**config.mk**
```make
export PLATFORM = sky130hd
export DESIGN_NAME = alu_unit_top
export DESIGN_NICKNAME = d
export VERILOG_FILES = /design/src/design/alu_pkg.sv /design/src/design/alu_decode.sv /design/src/design/alu_execute.sv /design/src/design/alu_result.sv /design/src/design/alu_unit_top.sv /design/src/design/reg_file.sv
export SDC_FILE = /design/constraint.sdc
export NUM_CORES = 2
export LEC_CHECK = 0
export ABC_AREA = 1
export BUFFER_PORTS_ARGS = -buffer_cell sky130_fd_sc_hd__buf_2
export CAP_MARGIN = 5
export CORE_MARGIN = 4
export CORE_UTILIZATION = 30
export CTS_CLUSTER_SIZE = 16
export DETAILED_ROUTE_END_ITERATION = 6
export PLACE_DENSITY = 0.41
export SLEW_MARGIN = 20
export SYNTH_ARGS = -nofsm -noshare
export SYNTH_HDL_FRONTEND = slang
export SYNTH_SLANG_ARGS = --single-unit
```
**constraint.sdc**
```tcl
create_clock -name clk -period 3.73 [get_ports clk]
set_input_delay 0.5595 -clock clk [delete_from_list [all_inputs] [get_ports clk]]
set_output_delay 0.5595 -clock clk [all_outputs]
set_load 0.01 [all_outputs]
```
**src/design/alu_pkg.sv**
```systemverilog
package alu_pkg;

	////////////////////////////////////////////////////////////
	// Widths
	////////////////////////////////////////////////////////////

	// Shifts and overflow are defined for a 32-bit word
	localparam int DATA_W     = 32;
	localparam int REG_ADDR_W = 5;

	////////////////////////////////////////////////////////////
	// Operation codes
	////////////////////////////////////////////////////////////

	// Codes 4 and 11 to 15 are reserved
	typedef enum logic [3:0] {
		op_and = 4'd0,
		op_or  = 4'd1,
		op_xor = 4'd2,
		op_nor = 4'd3,
		op_add = 4'd5,
		op_sub = 4'd6,
		op_slt = 4'd7,
		op_srl = 4'd8,
		op_sll = 4'd9,
		op_sra = 4'd10
	} alu_op_e;

	////////////////////////////////////////////////////////////
	// Stage payloads
	////////////////////////////////////////////////////////////

	// Raw 4-bit op so that reserved codes pass through unchanged
	typedef struct packed {
		logic [3:0]            op;
		logic [REG_ADDR_W-1:0] rd;
		logic [REG_ADDR_W-1:0] rs;
		logic [REG_ADDR_W-1:0] rt;
	} alu_instr_t;

	typedef struct packed {
		logic overflow;
		logic equal;
		logic zero;
		logic reserved;
	} alu_flags_t;

	typedef struct packed {
		logic                  valid;
		logic [3:0]            op;
		logic [REG_ADDR_W-1:0] rd;
		logic [DATA_W-1:0]     a;
		logic [DATA_W-1:0]     b;
	} dec_stage_t;

	typedef struct packed {
		logic                  valid;
		logic [REG_ADDR_W-1:0] rd;
		logic [DATA_W-1:0]     result;
		alu_flags_t            flags;
	} exe_stage_t;

	// Register write request that also serves as a bypass source
	typedef struct packed {
		logic                  en;
		logic [REG_ADDR_W-1:0] addr;
		logic [DATA_W-1:0]     data;
	} wb_port_t;

endpackage

```
**src/design/alu_decode.sv**
```systemverilog
`timescale 1ns/1ns

module alu_decode
	import alu_pkg::*;
#(
	parameter int NUM_REGS = 16
) (
	input  logic                  clk,
	input  logic                  rst_n,
	input  logic                  instr_valid,
	input  alu_instr_t            instr,
	input  wb_port_t              ex_fwd,
	input  wb_port_t              wb,
	input  logic [DATA_W-1:0]     rd_data_a,
	input  logic [DATA_W-1:0]     rd_data_b,
	output logic [REG_ADDR_W-1:0] rd_addr_a,
	output logic [REG_ADDR_W-1:0] rd_addr_b,
	output dec_stage_t            dec_q
);

	////////////////////////////////////////////////////////////
	// Operand selection
	////////////////////////////////////////////////////////////

	// Youngest in-flight result first, then writeback, then the file
	function automatic logic [DATA_W-1:0] pick_operand(
		input logic [REG_ADDR_W-1:0] addr,
		input logic [DATA_W-1:0]     rf_data,
		input wb_port_t              fwd,
		input wb_port_t              wbp
	);
		logic [DATA_W-1:0] val;
		if (addr == '0 || int'(addr) >= NUM_REGS) begin
			val = '0;
		end else if (fwd.en && fwd.addr == addr) begin
			val = fwd.data;
		end else if (wbp.en && wbp.addr == addr) begin
			val = wbp.data;
		end else begin
			val = rf_data;
		end
		return val;
	endfunction

	logic [DATA_W-1:0] opnd_a;
	logic [DATA_W-1:0] opnd_b;

	assign rd_addr_a = instr.rs;
	assign rd_addr_b = instr.rt;

	assign opnd_a = pick_operand(instr.rs, rd_data_a, ex_fwd, wb);
	assign opnd_b = pick_operand(instr.rt, rd_data_b, ex_fwd, wb);

	////////////////////////////////////////////////////////////
	// Stage register
	////////////////////////////////////////////////////////////

	logic                  valid_q;
	logic [3:0]            op_q;
	logic [REG_ADDR_W-1:0] rd_q;
	logic [DATA_W-1:0]     a_q;
	logic [DATA_W-1:0]     b_q;

	always_ff @(posedge clk or negedge rst_n) begin
		if (!rst_n) begin
			valid_q <= 1'b0;
		end else begin
			valid_q <= instr_valid;
		end
	end

	// Payload only moves on an issued instruction
	always_ff @(posedge clk) begin
		if (instr_valid) begin
			op_q <= instr.op;
			rd_q <= instr.rd;
			a_q  <= opnd_a;
			b_q  <= opnd_b;
		end
	end

	always_comb begin
		dec_q.valid = valid_q;
		dec_q.op    = op_q;
		dec_q.rd    = rd_q;
		dec_q.a     = a_q;
		dec_q.b     = b_q;
	end

endmodule

```
**src/design/alu_execute.sv**
```systemverilog
`timescale 1ns/1ns

module alu_execute
	import alu_pkg::*;
(
	input  logic       clk,
	input  logic       rst_n,
	input  dec_stage_t dec_q,
	output wb_port_t   ex_fwd,
	output exe_stage_t exe_q
);

	////////////////////////////////////////////////////////////
	// Operators
	////////////////////////////////////////////////////////////

	logic [DATA_W-1:0] a;
	logic [DATA_W-1:0] b;
	logic [DATA_W-1:0] add_out;
	logic [DATA_W-1:0] sub_out;
	logic [DATA_W-1:0] slt_out;
	logic [DATA_W-1:0] srl_out;
	logic [DATA_W-1:0] sll_out;
	logic [DATA_W-1:0] sra_small;
	logic [DATA_W-1:0] sra_out;
	logic              add_ovf;
	logic              sub_ovf;
	logic [5:0]        shamt;
	logic              shift_big;

	assign a = dec_q.a;
	assign b = dec_q.b;

	assign add_out = a + b;
	assign sub_out = a - b;

	// Signed overflow from the sign bits
	assign add_ovf = (a[DATA_W-1] == b[DATA_W-1]) && (add_out[DATA_W-1] != a[DATA_W-1]);
	assign sub_ovf = (a[DATA_W-1] != b[DATA_W-1]) && (sub_out[DATA_W-1] != a[DATA_W-1]);

	assign slt_out = {{(DATA_W-1){1'b0}}, ($signed(a) < $signed(b))};

	// Amount of 32 or more shifts everything out
	assign shamt     = b[5:0];
	assign shift_big = shamt[5];

	// Arithmetic shift kept in its own signed expression
	assign sra_small = $signed(a) >>> shamt[4:0];

	assign srl_out = shift_big ? '0 : (a >> shamt[4:0]);
	assign sll_out = shift_big ? '0 : (a << shamt[4:0]);
	assign sra_out = shift_big ? {DATA_W{a[DATA_W-1]}} : sra_small;

	////////////////////////////////////////////////////////////
	// Select and flags
	////////////////////////////////////////////////////////////

	logic [DATA_W-1:0] result;
	alu_flags_t        flags;
	logic              reserved;

	always_comb begin
		reserved = 1'b0;
		case (dec_q.op)
			op_and: result = a & b;
			op_or:  result = a | b;
			op_xor: result = a ^ b;
			op_nor: result = ~(a | b);
			op_add: result = add_out;
			op_sub: result = sub_out;
			op_slt: result = slt_out;
			op_srl: result = srl_out;
			op_sll: result = sll_out;
			op_sra: result = sra_out;
			default: begin
				result   = '0;
				reserved = 1'b1;
			end
		endcase
	end

	always_comb begin
		flags.reserved = reserved;
		flags.equal    = (a == b) && !reserved;
		flags.zero     = (result == '0) && !reserved;
		case (dec_q.op)
			op_add:  flags.overflow = add_ovf;
			op_sub:  flags.overflow = sub_ovf;
			default: flags.overflow = 1'b0;
		endcase
	end

	// Result of the instruction held here feeds the decode bypass
	always_comb begin
		ex_fwd.en   = dec_q.valid;
		ex_fwd.addr = dec_q.rd;
		ex_fwd.data = result;
	end

	////////////////////////////////////////////////////////////
	// Stage register
	////////////////////////////////////////////////////////////

	logic                  valid_q;
	logic [REG_ADDR_W-1:0] rd_q;
	logic [DATA_W-1:0]     result_q;
	alu_flags_t            flags_q;

	always_ff @(posedge clk or negedge rst_n) begin
		if (!rst_n) begin
			valid_q <= 1'b0;
		end else begin
			valid_q <= dec_q.valid;
		end
	end

	always_ff @(posedge clk) begin
		if (dec_q.valid) begin
			rd_q     <= dec_q.rd;
			result_q <= result;
			flags_q  <= flags;
		end
	end

	always_comb begin
		exe_q.valid  = valid_q;
		exe_q.rd     = rd_q;
		exe_q.result = result_q;
		exe_q.flags  = flags_q;
	end

endmodule

```
**src/design/alu_result.sv**
```systemverilog
`timescale 1ns/1ns

module alu_result
	import alu_pkg::*;
(
	input  exe_stage_t            exe_q,
	output logic                  res_valid,
	output logic [REG_ADDR_W-1:0] res_rd,
	output logic [DATA_W-1:0]     res_data,
	output alu_flags_t            res_flags,
	output wb_port_t              wb
);

	////////////////////////////////////////////////////////////
	// Result ports
	////////////////////////////////////////////////////////////

	// One-cycle pulse per finished instruction
	assign res_valid = exe_q.valid;
	assign res_rd    = exe_q.rd;
	assign res_data  = exe_q.result;
	assign res_flags = exe_q.flags;

	////////////////////////////////////////////////////////////
	// Writeback request
	////////////////////////////////////////////////////////////

	logic rd_is_zero;

	assign rd_is_zero = (exe_q.rd == '0);

	// Reserved ops still write their zero result
	// Register 0 never gets a request, so it never bypasses either
	always_comb begin
		wb.en   = exe_q.valid && !rd_is_zero;
		wb.addr = exe_q.rd;
		wb.data = exe_q.result;
	end

endmodule

```
**src/design/alu_unit_top.sv**
```systemverilog
`timescale 1ns/1ns

module alu_unit_top
	import alu_pkg::*;
#(
	parameter int NUM_REGS = 16
) (
	input  logic                  clk,
	input  logic                  rst_n,
	input  logic                  instr_valid,
	input  alu_instr_t            instr,
	input  logic                  load_valid,
	input  logic [REG_ADDR_W-1:0] load_addr,
	input  logic [DATA_W-1:0]     load_data,
	output logic                  res_valid,
	output logic [REG_ADDR_W-1:0] res_rd,
	output logic [DATA_W-1:0]     res_data,
	output alu_flags_t            res_flags
);

	logic [REG_ADDR_W-1:0] rd_addr_a;
	logic [REG_ADDR_W-1:0] rd_addr_b;
	logic [DATA_W-1:0]     rd_data_a;
	logic [DATA_W-1:0]     rd_data_b;
	dec_stage_t            dec_q;
	exe_stage_t            exe_q;
	wb_port_t              ex_fwd;
	wb_port_t              wb;

	reg_file #(
		.NUM_REGS(NUM_REGS)
	) u_reg_file (
		.clk       (clk),
		.rst_n     (rst_n),
		.load_valid(load_valid),
		.load_addr (load_addr),
		.load_data (load_data),
		.wb        (wb),
		.rd_addr_a (rd_addr_a),
		.rd_addr_b (rd_addr_b),
		.rd_data_a (rd_data_a),
		.rd_data_b (rd_data_b)
	);

	// Issue edge to dec_q
	alu_decode #(
		.NUM_REGS(NUM_REGS)
	) u_decode (
		.clk        (clk),
		.rst_n      (rst_n),
		.instr_valid(instr_valid),
		.instr      (instr),
		.ex_fwd     (ex_fwd),
		.wb         (wb),
		.rd_data_a  (rd_data_a),
		.rd_data_b  (rd_data_b),
		.rd_addr_a  (rd_addr_a),
		.rd_addr_b  (rd_addr_b),
		.dec_q      (dec_q)
	);

	alu_execute u_execute (
		.clk   (clk),
		.rst_n (rst_n),
		.dec_q (dec_q),
		.ex_fwd(ex_fwd),
		.exe_q (exe_q)
	);

	alu_result u_result (
		.exe_q    (exe_q),
		.res_valid(res_valid),
		.res_rd   (res_rd),
		.res_data (res_data),
		.res_flags(res_flags),
		.wb       (wb)
	);

endmodule

```
**src/design/reg_file.sv**
```systemverilog
`timescale 1ns/1ns

module reg_file
	import alu_pkg::*;
#(
	parameter int NUM_REGS = 16
) (
	input  logic                  clk,
	input  logic                  rst_n,
	input  logic                  load_valid,
	input  logic [REG_ADDR_W-1:0] load_addr,
	input  logic [DATA_W-1:0]     load_data,
	input  wb_port_t              wb,
	input  logic [REG_ADDR_W-1:0] rd_addr_a,
	input  logic [REG_ADDR_W-1:0] rd_addr_b,
	output logic [DATA_W-1:0]     rd_data_a,
	output logic [DATA_W-1:0]     rd_data_b
);

	// Register 0 has no storage and is hardwired to zero
	logic [DATA_W-1:0] regs [1:NUM_REGS-1];

	// Writeback wins over the load port on the same register
	always_ff @(posedge clk or negedge rst_n) begin
		if (!rst_n) begin
			for (int i = 1; i < NUM_REGS; i++) begin
				regs[i] <= '0;
			end
		end else begin
			for (int i = 1; i < NUM_REGS; i++) begin
				if (wb.en && wb.addr == REG_ADDR_W'(i)) begin
					regs[i] <= wb.data;
				end else if (load_valid && load_addr == REG_ADDR_W'(i)) begin
					regs[i] <= load_data;
				end
			end
		end
	end

	// Read ports give zero for unmatched addresses
	always_comb begin
		rd_data_a = '0;
		rd_data_b = '0;
		for (int i = 1; i < NUM_REGS; i++) begin
			if (rd_addr_a == REG_ADDR_W'(i)) begin
				rd_data_a = regs[i];
			end
			if (rd_addr_b == REG_ADDR_W'(i)) begin
				rd_data_b = regs[i];
			end
		end
	end

endmodule

```
## After elaboration in Yosys (flattened, before gate mapping)

Cells that the tools add are included.

- Bitwise logic cells: 4
- Shift-type cells: 3
- Reductions and logical operators: 63
- Mux-type cells: 70
- Eq/ne operators: 78
- Add/sub/neg operators: 2
- Magnitude comparators: 3

Operator list:

| kind | count |
|---|---|
| $mux 32 | 67 |
| $pmux 32 s10 | 1 |
| $eq 5x4->1 const B | 32 |
| $eq 5x3->1 const B | 16 |
| $eq 5x2->1 const B | 8 |
| $logic_and 1x1->1 | 39 |
| $add 32x32->32 | 1 |
| $and 32x32->32 | 1 |
| $eq 32x32->1 | 1 |
| $logic_not 32->1 | 1 |
| $lt 32x32->1 | 1 |
| $not 32->32 | 1 |
| $or 32x32->32 | 1 |
| $shl 32x5->32 | 1 |
| $shr 32x5->32 | 1 |
| $sshr 32x5->32 | 1 |
| $sub 32x32->32 | 1 |
| $xor 32x32->32 | 1 |
| $reduce_bool 2->1 | 15 |
| $eq 5x1->1 const B | 4 |
| $eq 5x5->1 | 4 |
| $logic_not 5->1 | 3 |
| $eq 4x3->1 const B | 3 |
| $eq 4x4->1 const B | 3 |
| other kinds (11) | 16 |

- Output and inout bits: 42
- Flip-flop bits (word level): 596

## Logic depth before layout (Yosys ltp)

- Depth after elaboration: 18
- Mapped depth: 25

## Cells and area by module

A second synthesis with hierarchy kept.

- Cell total of the unflattened synthesis: 7167
- Area total of the unflattened synthesis: 46513.4 um^2

By module, submodules not included:

| module | instances | area an instance (um^2) | sequential area each (um^2) | cells each |
|---|---|---|---|---|
| reg_file | 1 | 29635.9 | 12011.5 | 4262 |
| alu_execute | 1 | 11491.0 | 1256.2 | 2138 |
| alu_decode | 1 | 4769.6 | 2217.1 | 682 |
| alu_result | 1 | 616.8 | 0.0 | 85 |

## Worst setup path after synthesis

OpenSTA, ideal clock, no wires.

- Path type: reg-to-reg
- Start: register u_decode.b_q[2]
- End: register u_execute.flags_q (netlist bit u_execute.exe_q[1]) (data pin)
- Path buffers: 4
- Data arrival time: 2.778 ns
- Cell stages (with the launch flop): 26
- Path slack: 0.813 ns
- Setup time: 0.138 ns
- Cell sequence: edfxtp_1 > buf_4 > inv_2 > buf_2 > buf_2 > ha_1 > buf_2 > nor2_2 > nand2_1 > nand3_1 > nand2_1 > nand2_1 > nand2_1 > nand2_2 > nand2_1 > nand2_1 > nand2_1 > nand2_1 > nor2_1 > nor2_1 > nand2_1 > nor2_1 > nand2_1 > nor2_1 > nand2_1 > nor2_1

RTL lines:

| element | line | text |
|---|---|---|
| start, declared | alu_decode.sv:62 | `logic [DATA_W-1:0] b_q;` |
| start signal, assigned | alu_decode.sv:78 | `b_q <= opnd_b;` |
| end signal, assigned | alu_execute.sv:121 | `flags_q <= flags;` |
| end, declared | alu_execute.sv:107 | `alu_flags_t flags_q;` |

==> results.md <==
- VDD IR max: 0.360 mV
- Core ar.: 0.149 mm2
- Maximum clock path buffer count: 3
- Routed len/inst: 26.7 um
- Grt peak-use layer: met2
- Minimum clock period: 3.65 ns
- Worst-path fanout max: 6
- Synth top area share: 0.268
- Yosys reg bits: 596
- Number of global-route vias before repair: 46800
- EDFF count, synth: 114
- Die W: 396 um
- Clk_lat worst skew: 0.70 ns
- Post-Syn Area per Cell: 6.69 um2
- Fin. Hold Viols: 0
- HP Class: input pin to register
- Least-Margin Pin Slew: 0.993 ns
- Hold depth: 1
- Worst Clk Skew: 0.0382 ns
- CP cell instances: inv_1 > ha_1 > buf_4 > nor2_1 > nand2_1 > nor2_2 > nand3_1 > nand3_1 > nand2_1 > nand3_1 > nand3_1 > nor2_1 > nand2_1 > nor2_1 > nand2_1 > nor2_1 > buf_4 > nand2_1 > nor2_1
- Setup crit end kind: register
- Critical Path RT: 4.25 ns
- GRT met3 Usage: 0.0317
- Layout area overhead: 16.3%
- I/O Buffers: 101
- Asr flop ratio synth: 0.809
- Leakage: 23.7 nW
- Die Area: 0.157 mm2
- Slowest-stage cell, CP: edfxtp_1
- Cell Rows: 141
- Crit share post-route: 0.979
- CP startpoint kind: register
- Clock Sinks: 596
- Ranking of synthesized cells by area: dfrtp_1 (27%), nand2_1 (13%), nand3_1 (11%)
- CP Data Arrival Time: 4.17 ns
- Largest area contributor in the netlist: dfrtp_1
- Final setup vio count: 0
- Top Ports: 102
- Pwr dens: 505 mW/mm2
- Final instance area: 0.0524 mm2
- Routability cong.: 1.02
- Pre-Repair DR Iteration Count: 6
- Synth unique cells: 49
- Fill count: 16100
- Routed Wire Length: 236000 um
- Status: complete, no violations
- Placed inst area: 0.0494 mm2
- YS warnings: 0
- Antenna violations before repair: 11
- Slowest stage delay, CP: 0.42 ns
- Vias: 49200
- H-Tree Depth: 3
- Final worst slack: 0.0766 ns
- Pin count of the biggest net entering global routing: 80
- First-pass GRT wire length: 342000 um
- Register area share after synthesis: 0.343
- HPWL Detailed: 176000 um
- Drt first-iter violations: 5031
- Post-Syn Area: 0.0451 mm2
- Top FF cell, synth: dfrtp_1
- Antenna-violating nets left: 0
- Root Driver: clkbuf_16
- Share of layout cells above drive strength 1: 0.104
- Nets@finish: 6962
- Post-CTS setup-driven buffer insertion count: 0
- DR vias/cell: 5.55
- GRT overflow: 0
- Slew margin rel.: 0.338
- M1 GR Usage: 0.384
- Drt drc: 0
- Mapped Nets: 6908
- Sequential Area: 0.0155 mm2
- Clock-pin slew on the worst setup and hold paths: 0.06 ns
- Number of CTS-inserted buffers: 83
- Reg2Reg Depth: 19
- Unrepaired setup endpoints after global routing: false
- Area of the multi-input gates: 0.0244 mm2
- Worst Setup Path Type: register to register
- Routing usage on met2: 0.482
- Synth Instances: 6737
- Post-Place Setup Slack: -0.0399 ns
- Max_cap viols: 0
- TritonCTS clock tree: yes
- Fmax: 274 MHz
- Power Total: 26.5 mW
- GRT Util Overall: 0.293
- Initial Utilization: 0.304
- Chip Height: 396 um
- Count of final max-slew check failures: 0
-- worst max-delay path: cells and delay by family, from the launching register on --
kind	cells	cell delay [ns]
fa+ha+maj	1	0.34
flops	1	0.42
buf+inv	3	0.45
simple gates	15	2.27
-- kinds of logic (layout without fill, tap and decap cells) --
family	Yosys count	in the layout	share of synthesized area
compound gates	1070	1070	0.161
xor+xnor	12	12	0.00233
fa+ha+maj	111	111	0.0311
buf+inv	1412	1527	0.123
flops	596	596	0.343
other cells	0	10	0
simple gates	3536	3536	0.340
-- registers in the layout (all words and copies together) (netlist names) --
register	count
u_decode.a_q	32
u_decode.b_q	32
u_decode.op_q	4
u_decode.rd_q	5
u_decode.valid_q	1
u_execute.exe_q	4
u_execute.rd_q	5
u_execute.result_q	32
u_execute.valid_q	1
u_reg_file.regs	480
-- routing by layer --
layer,vias up,wire (um)
met5,-,0
li1,22800,-
met1,24100,99700
met4,0,13000
met3,389,13200
met2,1969,110000
-- synth_stat cells (2+ instances only) --
library cell / number
nand3b_1: 7
clkinv_1: 18
nand2_2: 12
o211ai_1: 76
clkbuf_1: 321
a21oi_1: 263
nand3_1: 1004
nor2_1: 593
dfrtp_1: 482
o2111ai_1: 6
a31oi_1: 3
buf_2: 88
nor4_1: 7
inv_1: 896
clkbuf_2: 3
and2_1: 5
inv_2: 20
buf_4: 12
xor2_1: 12
a211oi_1: 4
fa_1: 2
o21ai_0: 237
o21bai_1: 10
nand2_4: 2
edfxtp_1: 114
buf_6: 9
nor2_2: 14
a221oi_1: 2
o22ai_1: 20
o221ai_1: 421
o21ai_1: 22
nor3_1: 81
nand2_1: 1603
ha_1: 109
nand4_1: 186
buf_1: 45
nor3_2: 2
nor2_4: 3
and3_1: 5
nand3_2: 3
or2_2: 7
-- what timing repair did --
| action | in CTS | in global routing |
|---|---|---|
| cloned | 0 | 0 |
| endpoints found under the hold margin | 69 | 0 |
| gates resized for setup | 2 | 19 |
| hold buffers | 8 | 0 |
| setup endpoints to repair | 1 | 4 |
-- layout by cell type, fill, tap and decap left out, types with 8 or more instances in the layout --
cell type	n
clkbuf_8	23
o21bai_1	10
nor2_4	9
nand2_1	1599
ha_1	99
a21oi_1	260
edfxtp_1	114
clkinv_1	20
o22ai_1	20
xor2_1	12
nand3_2	12
o21ai_1	11
buf_2	99
nor2_2	47
o211ai_1	76
buf_4	294
diode_2	10
o21ai_0	237
nor3_1	81
inv_2	22
nor2_1	554
clkbuf_16	85
o221ai_1	421
ha_2	10
dfrtp_1	481
nand3_1	994
clkbuf_1	15
inv_1	895
buf_12	45
nand4_1	186
nand2_2	16
dlygate4sd3_1	8
-- power breakdown --
part,switching (mW),internal [mW]
combinational,5.37,2.74
clock,3.41,4.87
sequential,1.32,8.78
-- cell type report --
| cell class | count | share of cell area |
|---|---|---|
| multi-input combinational | 4729 | 0.465 |
| clock buffer | 123 | 0.0477 |
| clock inverter | 23 | 0.00604 |
| antenna | 10 | 0.000477 |
| inverter | 934 | 0.0669 |
| sequential | 596 | 0.295 |
| tap | 2002 | 0.0478 |
| timing repair buffer | 447 | 0.0706 |
-- final timing paths --
check / slack (ns) / start / end
max: 0.08 / u_decode.b_q[13]$_SDFFCE_PP0P_ / u_execute.exe_q[1]$_DFFE_PP_
min: 0.1 / instr[15] / u_decode.op_q[0]$_DFFE_PP_
max reg2reg: 0.08 / u_decode.b_q[13]$_SDFFCE_PP0P_ / u_execute.exe_q[1]$_DFFE_PP_
min reg2reg: 0.52 / u_decode.rd_q[0]$_DFFE_PP_ / u_execute.rd_q[0]$_DFFE_PP_
max in group asynchronous: 2.25 / rst_n / u_reg_file.regs[185]$_DFFE_PN0P_
min in group asynchronous: 0.47 / rst_n / u_reg_file.regs[425]$_DFFE_PN0P_
-- per-stage QoR --
stage / util / hold WS (ns) / setup TNS (ns) / std cells
2_1_floorplan: - / 0.264 / 0 / 6737
3_3_place_gp: 0.333 / 0.512 / -0.0968 / 8700
3_5_place_dp: 0.333 / 0.503 / -0.0399 / 8700
4_1_cts: 0.352 / 0.0497 / 0 / 8854
5_1_grt: 0.353 / 0.0531 / 0 / 8861
6_report: 0.353 / 0.0951 / 0 / 8864
No activity file was read; power rests on OpenSTA's default activity.
